[src/spi_pkg.sv]
package spi_pkg;

  // ======================================================================
  // Widths
  // ======================================================================
  localparam int DATA_W  = 32;  // Bus data word
  localparam int BYTE_W  = 8;   // One SPI transfer
  localparam int SEL_W   = 4;   // Byte-lane selects
  localparam int SPEED_W = 2;

  // One-bit word addresses of the registers
  localparam logic ADDR_DATA = 1'b0;
  localparam logic ADDR_CTRL = 1'b1;

  // ======================================================================
  // Configuration byte and status word fields
  // ======================================================================
  localparam int CONF_SPEED_LSB = 0;
  localparam int CONF_CPOL_BIT  = 2;
  localparam int CONF_CPHA_BIT  = 3;

  localparam int STAT_RX_BIT  = 0;  // Receive-ready
  localparam int STAT_TX_BIT  = 1;  // Transmit-busy
  localparam int STAT_WP_BIT  = 2;
  localparam int STAT_IRQ_BIT = 3;

  // Slave selects are active low, so all deselected
  localparam logic [BYTE_W-1:0] SELECTS_RESET = 8'hFF;

  // ======================================================================
  // Serial clock rate
  // ======================================================================
  // Fastest SCLK is a quarter of the nominal 100 MHz reference
  localparam int unsigned SCLK_MAX_HZ = 25_000_000;

  // Divider counter with room for the slowest speed at any sane clock rate
  localparam int DIV_CNT_W = 16;
  typedef logic [DIV_CNT_W-1:0] div_cnt_t;

endpackage

[src/spi_clk_div.sv]
`timescale 1ns/1ns

module spi_clk_div #(
  parameter int unsigned CLK_FREQ = 100000000
) (
  input  logic                        clk_i,
  input  logic                        rst_i,
  input  logic                        en_i,
  input  logic [spi_pkg::SPEED_W-1:0] speed_i,
  output logic                        tick_o
);
  import spi_pkg::*;

  // Base half period in system clocks, never below one
  localparam int unsigned BASE_RAW  = CLK_FREQ / (2 * SCLK_MAX_HZ);
  localparam int unsigned BASE_HALF = (BASE_RAW < 1) ? 1 : BASE_RAW;

  div_cnt_t half_period;
  div_cnt_t terminal;
  div_cnt_t cnt_q;

  // Each speed step doubles the half period
  always_comb begin
    half_period = div_cnt_t'(BASE_HALF) << speed_i;
    terminal    = half_period - 1'b1;
  end

  assign tick_o = en_i && (cnt_q == terminal);

  // ======================================================================
  // Half-period counter
  // ======================================================================
  always_ff @(posedge clk_i or posedge rst_i) begin
    if (rst_i) begin
      cnt_q <= '0;
    end else if (!en_i) begin
      cnt_q <= '0;              // Held clear so a new transfer starts fresh
    end else if (cnt_q == terminal) begin
      cnt_q <= '0;
    end else begin
      cnt_q <= cnt_q + 1'b1;
    end
  end

endmodule

[src/spi_xcvr.sv]
`timescale 1ns/1ns

module spi_xcvr #(
  parameter int unsigned CLK_FREQ = 100000000
) (
  input  logic                       clk_i,
  input  logic                       rst_i,
  input  logic                       start_i,
  input  logic [spi_pkg::BYTE_W-1:0] conf_i,
  input  logic [spi_pkg::BYTE_W-1:0] tx_i,
  input  logic                       miso_i,
  output logic [spi_pkg::BYTE_W-1:0] rx_o,
  output logic                       done_o,
  output logic                       sclk_o,
  output logic                       mosi_o
);
  import spi_pkg::*;

  // Two SCLK edges per bit
  localparam int EDGES  = 2 * BYTE_W;
  localparam int EDGE_W = $clog2(EDGES);

  logic               active_q;
  logic               cpha_q;
  logic [SPEED_W-1:0] speed_q;
  logic               sclk_q;
  logic [EDGE_W-1:0]  edge_cnt;
  logic [BYTE_W-1:0]  tx_sr;
  logic [BYTE_W-1:0]  rx_sr;
  logic [BYTE_W-1:0]  rx_next;
  logic               tick;
  logic               sample_edge;
  logic               last_edge;

  spi_clk_div #(
    .CLK_FREQ(CLK_FREQ)
  ) u_clk_div (
    .clk_i  (clk_i),
    .rst_i  (rst_i),
    .en_i   (active_q),
    .speed_i(speed_q),
    .tick_o (tick)
  );

  // Even edge count is a leading edge; cpha picks which kind samples
  assign sample_edge = (edge_cnt[0] == cpha_q);
  assign last_edge   = (edge_cnt == EDGE_W'(EDGES - 1));
  assign rx_next     = sample_edge ? {rx_sr[BYTE_W-2:0], miso_i} : rx_sr;

  // Idle clock follows the configured polarity without delay
  assign sclk_o = active_q ? sclk_q : conf_i[CONF_CPOL_BIT];

  // ======================================================================
  // Transfer control
  // ======================================================================
  always_ff @(posedge clk_i or posedge rst_i) begin
    if (rst_i) begin
      active_q <= 1'b0;
      cpha_q   <= 1'b0;
      speed_q  <= '0;
      sclk_q   <= 1'b0;
      edge_cnt <= '0;
      done_o   <= 1'b0;
      mosi_o   <= 1'b0;
    end else begin
      done_o <= 1'b0;
      if (start_i) begin
        active_q <= 1'b1;
        cpha_q   <= conf_i[CONF_CPHA_BIT];
        speed_q  <= conf_i[CONF_SPEED_LSB +: SPEED_W];
        sclk_q   <= conf_i[CONF_CPOL_BIT];
        edge_cnt <= '0;
        mosi_o   <= tx_i[BYTE_W-1];   // MSB first and ready before edge one
      end else if (active_q && tick) begin
        sclk_q   <= ~sclk_q;
        edge_cnt <= edge_cnt + 1'b1;
        if (!sample_edge) begin
          mosi_o <= tx_sr[BYTE_W-1];
        end
        if (last_edge) begin
          active_q <= 1'b0;
          done_o   <= 1'b1;
        end
      end
    end
  end

  // Shift registers and received byte
  always_ff @(posedge clk_i) begin
    if (start_i) begin
      // With cpha 0 bit 7 is already on mosi, so skip it here
      tx_sr <= conf_i[CONF_CPHA_BIT] ? tx_i : {tx_i[BYTE_W-2:0], 1'b0};
    end else if (active_q && tick) begin
      rx_sr <= rx_next;
      if (!sample_edge) begin
        tx_sr <= {tx_sr[BYTE_W-2:0], 1'b0};
      end
      if (last_edge) begin
        rx_o <= rx_next;                // Last sample included
      end
    end
  end

endmodule

[src/spi_master.sv]
`timescale 1ns/1ns

module spi_master #(
  parameter int unsigned CLK_FREQ = 100000000
) (
  input  logic                       clk_i,
  input  logic                       rst_i,
  input  logic                       cyc_i,
  input  logic                       stb_i,
  input  logic                       we_i,
  input  logic                       adr_i,
  input  logic [spi_pkg::SEL_W-1:0]  sel_i,
  input  logic [spi_pkg::DATA_W-1:0] dat_i,
  input  logic                       miso_i,
  input  logic                       codec_irq_i,
  input  logic                       wp_i,
  output logic [spi_pkg::DATA_W-1:0] dat_o,
  output logic                       ack_o,
  output logic [spi_pkg::BYTE_W-1:0] selects_o,
  output logic                       mosi_o,
  output logic                       sclk_o
);
  import spi_pkg::*;

  localparam int SEL_LANE  = 3;  // Byte lane of the slave selects
  localparam int CONF_LANE = 2;

  typedef enum logic {
    ST_IDLE,
    ST_DONE
  } state_t;

  state_t            state_q, state_d;
  logic [BYTE_W-1:0] selects_d;
  logic [BYTE_W-1:0] conf_q, conf_d;
  logic [BYTE_W-1:0] rx_byte_q, rx_byte_d;
  logic [DATA_W-1:0] dat_d;
  logic [DATA_W-1:0] status_word;
  logic              tx_busy_q, tx_busy_d;
  logic              rx_ready_q, rx_ready_d;
  logic              tx_start;
  logic              tx_done;
  logic [BYTE_W-1:0] rx_in;

  assign ack_o = (state_q == ST_DONE);

  // Control and status read word
  always_comb begin
    status_word = '0;
    status_word[SEL_LANE*BYTE_W +: BYTE_W]  = selects_o;
    status_word[CONF_LANE*BYTE_W +: BYTE_W] = conf_q;
    status_word[STAT_IRQ_BIT] = codec_irq_i;   // Live level
    status_word[STAT_WP_BIT]  = wp_i;
    status_word[STAT_TX_BIT]  = tx_busy_q;
    status_word[STAT_RX_BIT]  = rx_ready_q;
  end

  // ======================================================================
  // Bus FSM and register decode
  // ======================================================================
  always_comb begin
    state_d    = state_q;
    selects_d  = selects_o;
    conf_d     = conf_q;
    rx_byte_d  = rx_byte_q;
    dat_d      = dat_o;
    tx_busy_d  = tx_busy_q;
    rx_ready_d = rx_ready_q;
    tx_start   = 1'b0;

    case (state_q)
      ST_IDLE: begin
        if (cyc_i && stb_i) begin
          state_d = ST_DONE;          // Every request acked next cycle
          if (adr_i == ADDR_DATA) begin
            if (we_i) begin
              if (!tx_busy_q) begin
                tx_start  = 1'b1;
                tx_busy_d = 1'b1;
              end
            end else begin
              dat_d      = DATA_W'(rx_byte_q);
              rx_ready_d = 1'b0;
            end
          end else if (we_i) begin
            if (sel_i[SEL_LANE]) begin
              selects_d = dat_i[SEL_LANE*BYTE_W +: BYTE_W];
            end
            if (sel_i[CONF_LANE]) begin
              conf_d = dat_i[CONF_LANE*BYTE_W +: BYTE_W];
            end
          end else begin
            dat_d = status_word;
          end
        end
      end
      default: state_d = ST_IDLE;     // Bus ignored while acking
    endcase

    // Completion wins over a same-cycle data read
    if (tx_done && tx_busy_q) begin
      rx_byte_d  = rx_in;
      tx_busy_d  = 1'b0;
      rx_ready_d = 1'b1;
    end
  end

  always_ff @(posedge clk_i or posedge rst_i) begin
    if (rst_i) begin
      state_q    <= ST_IDLE;
      selects_o  <= SELECTS_RESET;
      conf_q     <= '0;
      rx_byte_q  <= '0;
      dat_o      <= '0;
      tx_busy_q  <= 1'b0;
      rx_ready_q <= 1'b0;
    end else begin
      state_q    <= state_d;
      selects_o  <= selects_d;
      conf_q     <= conf_d;
      rx_byte_q  <= rx_byte_d;
      dat_o      <= dat_d;
      tx_busy_q  <= tx_busy_d;
      rx_ready_q <= rx_ready_d;
    end
  end

  spi_xcvr #(
    .CLK_FREQ(CLK_FREQ)
  ) u_xcvr (
    .clk_i  (clk_i),
    .rst_i  (rst_i),
    .start_i(tx_start),
    .conf_i (conf_q),
    .tx_i   (dat_i[BYTE_W-1:0]),
    .miso_i (miso_i),
    .rx_o   (rx_in),
    .done_o (tx_done),
    .sclk_o (sclk_o),
    .mosi_o (mosi_o)
  );

endmodule

[src/spi_top.sv]
`timescale 1ns/1ns

module spi_top #(
  parameter int unsigned CLK_FREQ = 100000000
) (
  input  logic                       clk_i,
  input  logic                       rst_i,
  input  logic                       cyc_i,
  input  logic                       stb_i,
  input  logic                       we_i,
  input  logic                       adr_i,
  input  logic [spi_pkg::SEL_W-1:0]  sel_i,
  input  logic [spi_pkg::DATA_W-1:0] dat_i,
  input  logic                       miso_i,
  input  logic                       codec_irq_i,
  input  logic                       wp_i,
  output logic [spi_pkg::DATA_W-1:0] dat_o,
  output logic                       ack_o,
  output logic [spi_pkg::BYTE_W-1:0] selects_o,
  output logic                       mosi_o,
  output logic                       sclk_o
);

  // Register slave with its transceiver underneath
  spi_master #(
    .CLK_FREQ(CLK_FREQ)
  ) u_master (
    .clk_i      (clk_i),
    .rst_i      (rst_i),
    .cyc_i      (cyc_i),
    .stb_i      (stb_i),
    .we_i       (we_i),
    .adr_i      (adr_i),
    .sel_i      (sel_i),
    .dat_i      (dat_i),
    .miso_i     (miso_i),
    .codec_irq_i(codec_irq_i),
    .wp_i       (wp_i),
    .dat_o      (dat_o),
    .ack_o      (ack_o),
    .selects_o  (selects_o),
    .mosi_o     (mosi_o),
    .sclk_o     (sclk_o)
  );

endmodule

[config.mk]
export PLATFORM = sky130hd
export DESIGN_NAME = spi_top
export DESIGN_NICKNAME = d
export VERILOG_FILES = /design/src/spi_pkg.sv /design/src/spi_clk_div.sv /design/src/spi_xcvr.sv /design/src/spi_master.sv /design/src/spi_top.sv
export SDC_FILE = /design/constraint.sdc
export NUM_CORES = 1
export LEC_CHECK = 0
export BUFFER_PORTS_ARGS = -buffer_cell sky130_fd_sc_hd__buf_4
export CORE_MARGIN = 2
export CORE_UTILIZATION = 49
export CTS_CLUSTER_SIZE = 24
export DETAILED_ROUTE_END_ITERATION = 7
export GPL_ROUTABILITY_DRIVEN = 0
export PLACE_DENSITY_LB_ADDON = 0.3
export SYNTH_ARGS = -nofsm -noshare
export SYNTH_HDL_FRONTEND = slang
export SYNTH_SLANG_ARGS = --single-unit
[constraint.sdc]
create_clock -name clk_i -period 2.56 [get_ports clk_i]
set_input_delay 0.384 -clock clk_i [delete_from_list [all_inputs] [get_ports clk_i]]
set_output_delay 0.384 -clock clk_i [all_outputs]
set_load 0.02 [all_outputs]
## Word level (Yosys, flattened, before mapping)

Cells that the tools add are included.

- Logic and storage cells: 91
- Register bits after elaboration: 110

- Eq/ne operators: 7
- Bitwise logic cells: 4
- Reductions and logical operators: 17
- Shifts and indexed selects: 1
- Multiplexer cells: 41
- $add $sub $neg: 3

Operators by type and width:

| cell | count |
|---|---|
| two-way mux 32 bit | 3 |
| two-way mux 8 bit | 5 |
| two-way mux 16 bit | 2 |
| two-way mux 1 bit | 29 |
| adder 16 x 1 -> 16 bit, second input constant | 1 |
| equality test 16 bit | 1 |
| << shifter 2 x 2 -> 16 bit, first input constant | 1 |
| subtractor 16 x 1 -> 16 bit, second input constant | 1 |
| AND reduction 5 bit | 2 |
| two-way mux 4 bit | 2 |
| AND reduction 4 bit | 2 |
| nonzero test 2 bit | 4 |
| inequality test 2 x 1 -> 1 bit, second input constant | 3 |
| AND reduction 2 bit | 3 |
| AND reduction 3 bit | 2 |
| adder 4 x 1 -> 4 bit, second input constant | 1 |
| equality test 4 bit, second input constant | 1 |
| logical AND 1 bit | 4 |
| NOT 1 bit | 4 |
| inequality test 2 bit, second input constant | 1 |
| equality test 1 bit | 1 |

## Depth between registers and ports, before layout

Gate-level depths: netlist of the first run.

- Word-level depth: 7
- Depth in mapped cells: 7
- Depth with buffers taken out: 6

## By module

From an unflattened synthesis of the first run, not the netlist that was laid out.

- Cells, all modules: 375
- Area total of the unflattened synthesis: 4499.3 µm²

By module, submodules not included:

| module | sequential area each (µm²) | cells each | times used | area each (µm²) |
|---|---|---|---|---|
| spi_master | 1286.2 | 179 | 1 | 2149.6 |
| spi_xcvr | 996.0 | 103 | 1 | 1485.2 |
| spi_clk_div | 400.4 | 93 | 1 | 864.6 |

## Least setup slack after synthesis of the first run

OpenSTA, ideal clock, no wires.

- Kind: reg2reg
- Start: reg u_master.u_xcvr.u_clk_div.cnt_q[7]
- End: reg u_master.u_xcvr.rx_o[0] (netlist bit) (enable)
- Arrival: 2.351 ns
- Required time: 2.177 ns
- Setup time: 0.383 ns
- Cell stages (with the launch flop): 7
- Path buffers: 1
- Path slack: -0.174 ns
- Path through: dfrtp_1 -> or4_1 -> nor4b_2 -> o2111ai_1 -> or2_1 -> buf_6 -> nor3_1

- Longest elaborated chain between the ends: 4

Ends and longest elaborated chain:

| element | RTL line | text |
|---|---|---|
| start: declaration | spi_clk_div.sv:20 | `div_cnt_t cnt_q;` |
| start signal: assignment | spi_clk_div.sv:41 | `cnt_q <= cnt_q + 1'b1;` |
| equality test 16 bit | spi_clk_div.sv:28 | `assign tick_o = en_i && (cnt_q == terminal);` |
| logical AND 1 bit | spi_clk_div.sv:28 |  |
| logical AND 1 bit | spi_xcvr.sv:93 | `end else if (active_q && tick) begin` |
| AND reduction 3 bit (no line) | -- |  |
| end signal: assignment | spi_xcvr.sv:99 | `rx_o <= rx_next;` |
| end: declaration | spi_xcvr.sv:12 | `output logic [spi_pkg::BYTE_W-1:0] rx_o,` |

No other way between the ends.
A chain may end at the register's enable or synchronous reset.

## Final worst setup path of the first run

- Start: reg u_master.u_xcvr.u_clk_div.cnt_q[13]
- End: reg u_master.u_xcvr.rx_o[3] (netlist bit) (enable)

Same word-level chain as after synthesis.

==> results of run 1 <==
-- layout make-up --
class | instances | area (um2) | area share [%]
multi-input cells | 252 | 1550 | 29.7
repair buffers | 81 | 621 | 11.9
well taps | 108 | 135 | 2.60
clock buffers | 15 | 166 | 3.20
inverters | 4 | 15.0 | 0.289
clock inverters | 1 | 30.0 | 0.578
flip-flops and latches | 102 | 2680 | 51.6
-- cells in the mapped netlist, types with 2 or more instances --
master	number
dfrtp_1	70
nand2_1	68
o21ai_1	35
mux2_2	32
nor2_1	28
edfxtp_1	24
mux2i_1	13
xor2_1	11
clkbuf_1	10
nand3_1	9
buf_4	8
dfstp_2	8
nand4_1	7
xnor2_1	7
nand2b_1	6
and3_1	5
nor3_1	5
a21oi_1	4
inv_1	4
buf_1	3
ha_1	2
or3_1	2
or4_1	2
-- kinds of logic (layout without fill, tap and decap cells) --
family                     Yosys count  after routing  share of synthesized area (%)
buffers and inverters               26            101                           3.12
and+or+nand+nor                    136            136                           14.0
adders and majority gates            2              2                          0.578
xor gates and xnor gates            18             18                           3.64
DFF                                102            102                           62.0
muxes                               46             46                           11.6
AOI/OAI and AO/OA                   42             42                           5.00
other                                1              8                         0.0866
-- layer usage --
metal	share of wire, %	vias to the layer above	track usage (%)
met5	0	-	0
met4	1.4	0	7.26
met3	3.4	8	4.15
met2	48	53	29.3
met1	47	1390	24.6
li1	-	1416	-
-- worst max path at each step --
stage | start | to | slack (ns) | cells past startpoint
global placement | u_master.u_xcvr.u_clk_div.cnt_q[13] | u_master.u_xcvr.rx_o[2] | 0.14 | 6
floorplan | u_master.u_xcvr.u_clk_div.cnt_q[7] | u_master.u_xcvr.tx_sr[0] | 0.05 | 6
finish | u_master.u_xcvr.u_clk_div.cnt_q[13] | u_master.u_xcvr.rx_o[3] | 0.20 | 6
CTS | u_master.u_xcvr.u_clk_div.cnt_q[13] | u_master.u_xcvr.rx_o[6] | 0.08 | 6
global route | u_master.u_xcvr.u_clk_div.cnt_q[13] | u_master.u_xcvr.rx_o[4] | 0.05 | 6
detailed placement | u_master.u_xcvr.u_clk_div.cnt_q[13] | u_master.u_xcvr.rx_o[3] | 0.09 | 6
-- registers in the layout, summed over array words and instances, names as in the netlist --
signal and count:
u_master.u_xcvr.mosi_o 1, u_master.u_xcvr.active_q 1, u_master.u_xcvr.u_clk_div.cnt_q 16, u_master.conf_q 8
u_master.ack_o 1, u_master.rx_ready_q 1, u_master.rx_byte_q 8, u_master.u_xcvr.sclk_q 1
u_master.u_xcvr.rx_sr 8, u_master.u_xcvr.speed_q 2, u_master.u_xcvr.rx_o 8, u_master.selects_o 8
u_master.tx_busy_q 1, u_master.u_xcvr.done_o 1, u_master.u_xcvr.cpha_q 1, u_master.u_xcvr.edge_cnt 4
u_master.u_xcvr.tx_sr 8, u_master.dat_o 24
-- repair_timing --
item	in CTS	in global routing
setup endpoints to repair	0	8
resized for setup	0	1
hold endpoints to repair	0	0
-- critical path, delay by kind of cell, from the launching register on --
kind                   cells  cell delay (ns)
flip-flops                 1             0.42
AO/OA/AOI/OAI              1             0.19
AND/OR/NAND/NOR            4             1.28
buffers and inverters      1             0.20
-- power groups by stage --
stage,sequential (mW),clock (mW),combinational (mW)
after floorplan,2.40,0,0.763
after global placement,2.32,0,1.26
after detailed placement,2.33,0,1.30
after CTS,2.30,1.05,1.30
after global routing,2.35,1.12,1.43
final,2.31,1.02,1.29
-- stage by stage --
step | hold WS (ns) | total power, mW | util (%)
after detailed placement | 0.434 | 3.63 | 57.9
after floorplan | 0.415 | 3.16 | -
final | 0.0370 | 4.61 | 60.2
after CTS | 0.0406 | 4.65 | 60.1
after global routing | 0.0583 | 4.90 | 60.2
after global placement | 0.424 | 3.58 | 57.9
==> qor.yml, run 1 <==
clkLatencyLatePin_ns: 0.35
final-hold-violation-count: 0
r2r_start: "u_master.u_xcvr.u_clk_div.cnt_q[13]"
grt_pass1_wl_um: 14000
status: "finished, final reports clean"
cp_cell_sequence: "or4_1 > nor4b_2 > o2111ai_1 > or2_4 > nor3_2 > buf_4"
critPathMaxStageDelay_ns: 0.54
grt_use_total_pct: 18.4
die-area_um2: 9600
skew_ns: 0.00700
setup_viol: 0
drt-initial-drc-count: 143
crit_arrival_ns: 2.43
worst_pin_slew_ns: 0.629
layout_commonest_cell: "buf_4"
synth.avg_cell_area_um2: 11.6
start_util_pct: 50.1
ys_warn_count: 0
reg2reg_setup_slack_ns: 0.20
dp_slack_ns: 0.0922
drv_slew: 0
worstSetupEndpointType: "flop"
cts.sinks: 102
final_cell_mix: "buf_4, dfrtp_1, nand2_1"
diodes: 0
dpl_cell_area_um2: 5000
fin_nets: 497
synth_edf_count: 24
drive_above_1_share_pct: 30.1
internal-power_mw: 3.18
path_clk_slew_ns: 0.09
cts_root_buf: "clkbuf_8"
grt_pass1_vias: 2911
p_comb_share_pct: 28.0
num_io_pins: 88
antenna_found_initial: 0
place_inst: 547
slowest_stage: "or4_1"
synth_top_area_cell: "dfrtp_1"
crit_required_ns: 2.63
rows: 34
setup_tns_ns: 0
synthesis.area_um2: 4330
critPathKind: "reg -> reg"
grt_max_degree: 37
cp_max_fo: 9
synthToLayoutAreaGrowth_pct: 20.0
yosysSeqAreaShare_pct: 62.0
ys_ff_latch: 102
synthTopCellsByArea: "dfrtp_1, edfxtp_1, mux2_2"
rr_worst_depth: 6
wirelength_um: 8200
netlist_instances: 373
startpoint_type: "flop"
fmax_mhz: 423
synth.top_cell.area_share_pct: 40.5
cts_hold_buffers: 0
ir_drop_uv: 436
htreeDepth: 3
dp_hpwl_um: 5790
final_cells: 563
clkPwrFrac_pct: 22.0
swShare_pct: 31.0
postCtsSetupRepairBufs: 0
design.core.area_um2: 8640
fin_crit_sh_pct: 92.4
drtAntennaViolNets: 0
p_seq_share_pct: 50.0
io_buffers: 69
hold_path_class: "in -> async"
viasPerCell: 5.09
drc_errors: 0
ys_types: 33
synth_async_sr_flop_share_pct: 76.5
synthFlopType: "dfrtp_1"
p_per_area_nw_per_um2: 888
r2r-end: "u_master.u_xcvr.rx_o[3]"
switchingPower_mw: 1.43
max-slew-margin-rel_pct: 57.9
min_period_ns: 2.36
rsz0062_at_grt: "no"
cts_buffer_depth: 2
die_x_um: 98.0
cts_tree: "done"
numCtsBuffers: 9
wl_per_cell_um: 14.6
max_cap_violations: 0
nFillCells: 717
fin_ws_ns: 0.195
dr.pass1.iters: 4
overflow: 0
stdcell_area_um2: 5190
num_vias: 2867
die_h_um: 98.0
leakagePower_nw: 2.38
Power figures use the tool's default switching activity.
==> run 2: changes to the inputs <==
--- a/config.mk
+++ b/config.mk
@@ -5,13 +5,15 @@
 export SDC_FILE = /design/constraint.sdc
 export NUM_CORES = 1
 export LEC_CHECK = 0
+export ABC_AREA = 1
 export BUFFER_PORTS_ARGS = -buffer_cell sky130_fd_sc_hd__buf_4
 export CORE_MARGIN = 2
-export CORE_UTILIZATION = 49
+export CORE_UTILIZATION = 50
 export CTS_CLUSTER_SIZE = 24
 export DETAILED_ROUTE_END_ITERATION = 7
 export GPL_ROUTABILITY_DRIVEN = 0
 export PLACE_DENSITY_LB_ADDON = 0.3
+export SETUP_SLACK_MARGIN = 0.15
 export SYNTH_ARGS = -nofsm -noshare
 export SYNTH_HDL_FRONTEND = slang
 export SYNTH_SLANG_ARGS = --single-unit
==> qor.yml, run 2 <==
crit_arrival_ns: 1.53  # was 2.43 ns
postCtsSetupRepairBufs: 0  # unchanged
final_cell_mix: "nand2_1, buf_4, dfrtp_1"  # was buf_4, dfrtp_1, nand2_1
htreeDepth: 3  # unchanged
final-hold-violation-count: 0  # unchanged
regMostFlops: "u_master.dat_o"  # unchanged
max_cap_violations: 0  # unchanged
synth.top_cell.area_share_pct: 37.9  # was 40.5%
cts_resized: 0  # unchanged
synth_commonest_cells: "nand2_1, dfrtp_1, nand3_1"  # was dfrtp_1, nand2_1, o21ai_1
ir_drop_uv: 411  # was 436 uV
dp_hpwl_um: 6270  # was 5790 um
drive_above_1_share_pct: 28.1  # was 30.1%
status: "finished, final reports clean"  # unchanged
rsz0062_at_grt: "no"  # unchanged
die-area_um2: 10000  # was 9600 um2
largest_reg_flops: 24  # unchanged
cts.sinks: 102  # unchanged
clkLatencyLatePin_ns: 0.36  # was 0.35 ns
num_io_pins: 88  # unchanged
drt-initial-drc-count: 204  # was 143
synthFlopType: "dfrtp_1"  # unchanged
grt_pass1_wl_um: 14600  # was 14000 um
ys_ff_latch: 102  # unchanged
ys_types: 40  # was 33
cts_buffer_depth: 2  # unchanged
skew_ns: 0.00911  # was 0.00700 ns
path_clk_slew_ns: 0.11  # was 0.09 ns
cts_tree: "done"  # unchanged
synth_async_sr_flop_share_pct: 76.5  # unchanged
critPathKind: "reg -> out"  # was reg -> reg
synthTopCellsByArea: "dfrtp_1, edfxtp_1, nand2_1"  # was dfrtp_1, edfxtp_1, mux2_2
design.core.area_um2: 9110  # was 8640 um2
antenna_found_initial: 0  # unchanged
synthToLayoutAreaGrowth_pct: 18.0  # was 20.0%
worst_hold_slack_ns: 0.250  # was 0.0370 ns
startpoint_type: "flop"  # unchanged
io_buffers: 69  # unchanged
grt_use_total_pct: 18.3  # was 18.4%
yosysSeqAreaShare_pct: 58.1  # was 62.0%
top_regs: "u_master.dat_o: 24 flops, u_master.u_xcvr.u_clk_div.cnt_q: 16 flops"  # unchanged
grt_max_degree: 37  # unchanged
drv_slew: 0  # unchanged
start_util_pct: 50.7  # was 50.1%
crit_required_ns: 2.18  # was 2.63 ns
setup_viol: 0  # unchanged
viasPerCell: 5.10  # was 5.09
synth_top_area_cell: "dfrtp_1"  # unchanged
overflow: 0  # unchanged
grt_pass1_vias: 3076  # was 2911
drc_errors: 0  # unchanged
synth_edf_count: 24  # unchanged
dr.pass1.iters: 4  # unchanged
cts_root_buf: "clkbuf_8"  # unchanged
worstSetupEndpointType: "primary output"  # was flop
fin_nets: 573  # was 497
setup_tns_ns: 0  # unchanged
min_period_ns: 1.92  # was 2.36 ns
num_vias: 3277  # was 2867
cts_hold_buffers: 1  # was 0
diodes: 0  # unchanged
layout_commonest_cell: "nand2_1"  # was buf_4
die_x_um: 100  # was 98.0 um
netlist_instances: 455  # was 373
final_util_pct: 59.8  # was 60.2%
drtAntennaViolNets: 0  # unchanged
synth.avg_cell_area_um2: 10.1  # was 11.6 um2
numCtsBuffers: 9  # unchanged
yosysMostFrequentCell: "nand2_1"  # was dfrtp_1
die_h_um: 100  # was 98.0 um
hold_path_class: "in -> reg"  # was in -> async
leakagePower_nw: 2.59  # was 2.38 nW
rows: 35  # was 34
finalPower_mw: 4.48  # was 4.61 mW
cp_max_fo: 11  # was 9
synthesis.area_um2: 4620  # was 4330 um2
ys_warn_count: 0  # unchanged
p_per_area_nw_per_um2: 822  # was 888 nW/um2
fin_crit_sh_pct: 74.8  # was 92.4%
wl_per_cell_um: 13.5  # was 14.6 um
fmax_mhz: 522  # was 423 MHz
wirelength_um: 8660  # was 8200 um
## run 2: cell count changes after synthesis, moves of 6 or more
cell,before,now
buf_2,0,7
nand2_1,68,94
o21ai_0,1,26
a31oi_1,0,11
nand2b_1,6,0
mux2_2,32,23
mux2i_1,13,0
inv_1,4,41
o21ai_1,35,0
nand3_1,9,42
## run 2: worst paths after layout
kind / startpoint / to / slack [ns] / cells past startpoint
min: dat_i[27] / u_master.selects_o[3] / 0.25 / 2
min reg2reg: u_master.u_xcvr.done_o / u_master.tx_busy_q / 0.47 / 1
max: u_master.u_xcvr.active_q / sclk_o / 0.64 / 4
max in group asynchronous: rst_i / u_master.u_xcvr.cpha_q / 1.32 / 4
max reg2reg: u_master.u_xcvr.u_clk_div.cnt_q[4] / u_master.u_xcvr.rx_o[7] / 0.80 / 8
min in group asynchronous: rst_i / u_master.dat_o[16] / 0.54 / 3
## run 2: power breakdown
part	switching (mW)	internal, mW	total [mW]	leakage (nW)
clock	0.568	0.470	1.04	0.104
combinational	0.781	0.486	1.27	1.29
sequential	0.198	1.98	2.18	1.20
total	1.55	2.93	4.48	2.59
## run 2: per-stage QoR
stage / cells / setup WS [ns] / cell area, um2
CTS: 642 / 0.612 / 5450
finish: 642 / 0.644 / 5450
floorplan: 462 / 0.194 / 4640
global placement: 625 / 0.803 / 5230
global route: 642 / 0.518 / 5450
detailed placement: 625 / 0.759 / 5230
## run 2: layer usage
| layer | vias to the layer above | wire (um) | GRT usage, % |
|---|---|---|---|
| li1 | 1627 | - | - |
| met1 | 1553 | 3960 | 25.8 |
| met2 | 87 | 4130 | 28.8 |
| met3 | 10 | 432 | 3.76 |
| met4 | 0 | 131 | 5.80 |
| met5 | - | 0 | 0 |
## run 2: logic make-up after synthesis
| logic type | after synthesis | synth area share, % |
|---|---|---|
| xor gates and xnor gates | 9 | 1.71 |
| other | 1 | 0.0812 |
| DFF | 102 | 58.1 |
| muxes | 23 | 5.61 |
| buffers and inverters | 71 | 6.88 |
| AOI/OAI and AO/OA | 46 | 5.50 |
| and+or+nand+nor | 201 | 21.6 |
| adders and majority gates | 2 | 0.542 |
## run 2: area by class of cell
cell class / count / area [um2]
tap: 111 / 139
timing repair buffer: 76 / 586
multi-input combinational: 289 / 1650
sequential: 102 / 2680
inverter: 48 / 185
clock inverter: 6 / 81.3
clock buffer: 10 / 128
fill: 791 / 3660
## run 2: worst max-delay path, cell delays in order, from the launching register on
cell and delay (ns):
dfrtp_1 0.49, inv_1 0.35, nand2_1 0.09, nand2_1 0.10
buf_4 0.15
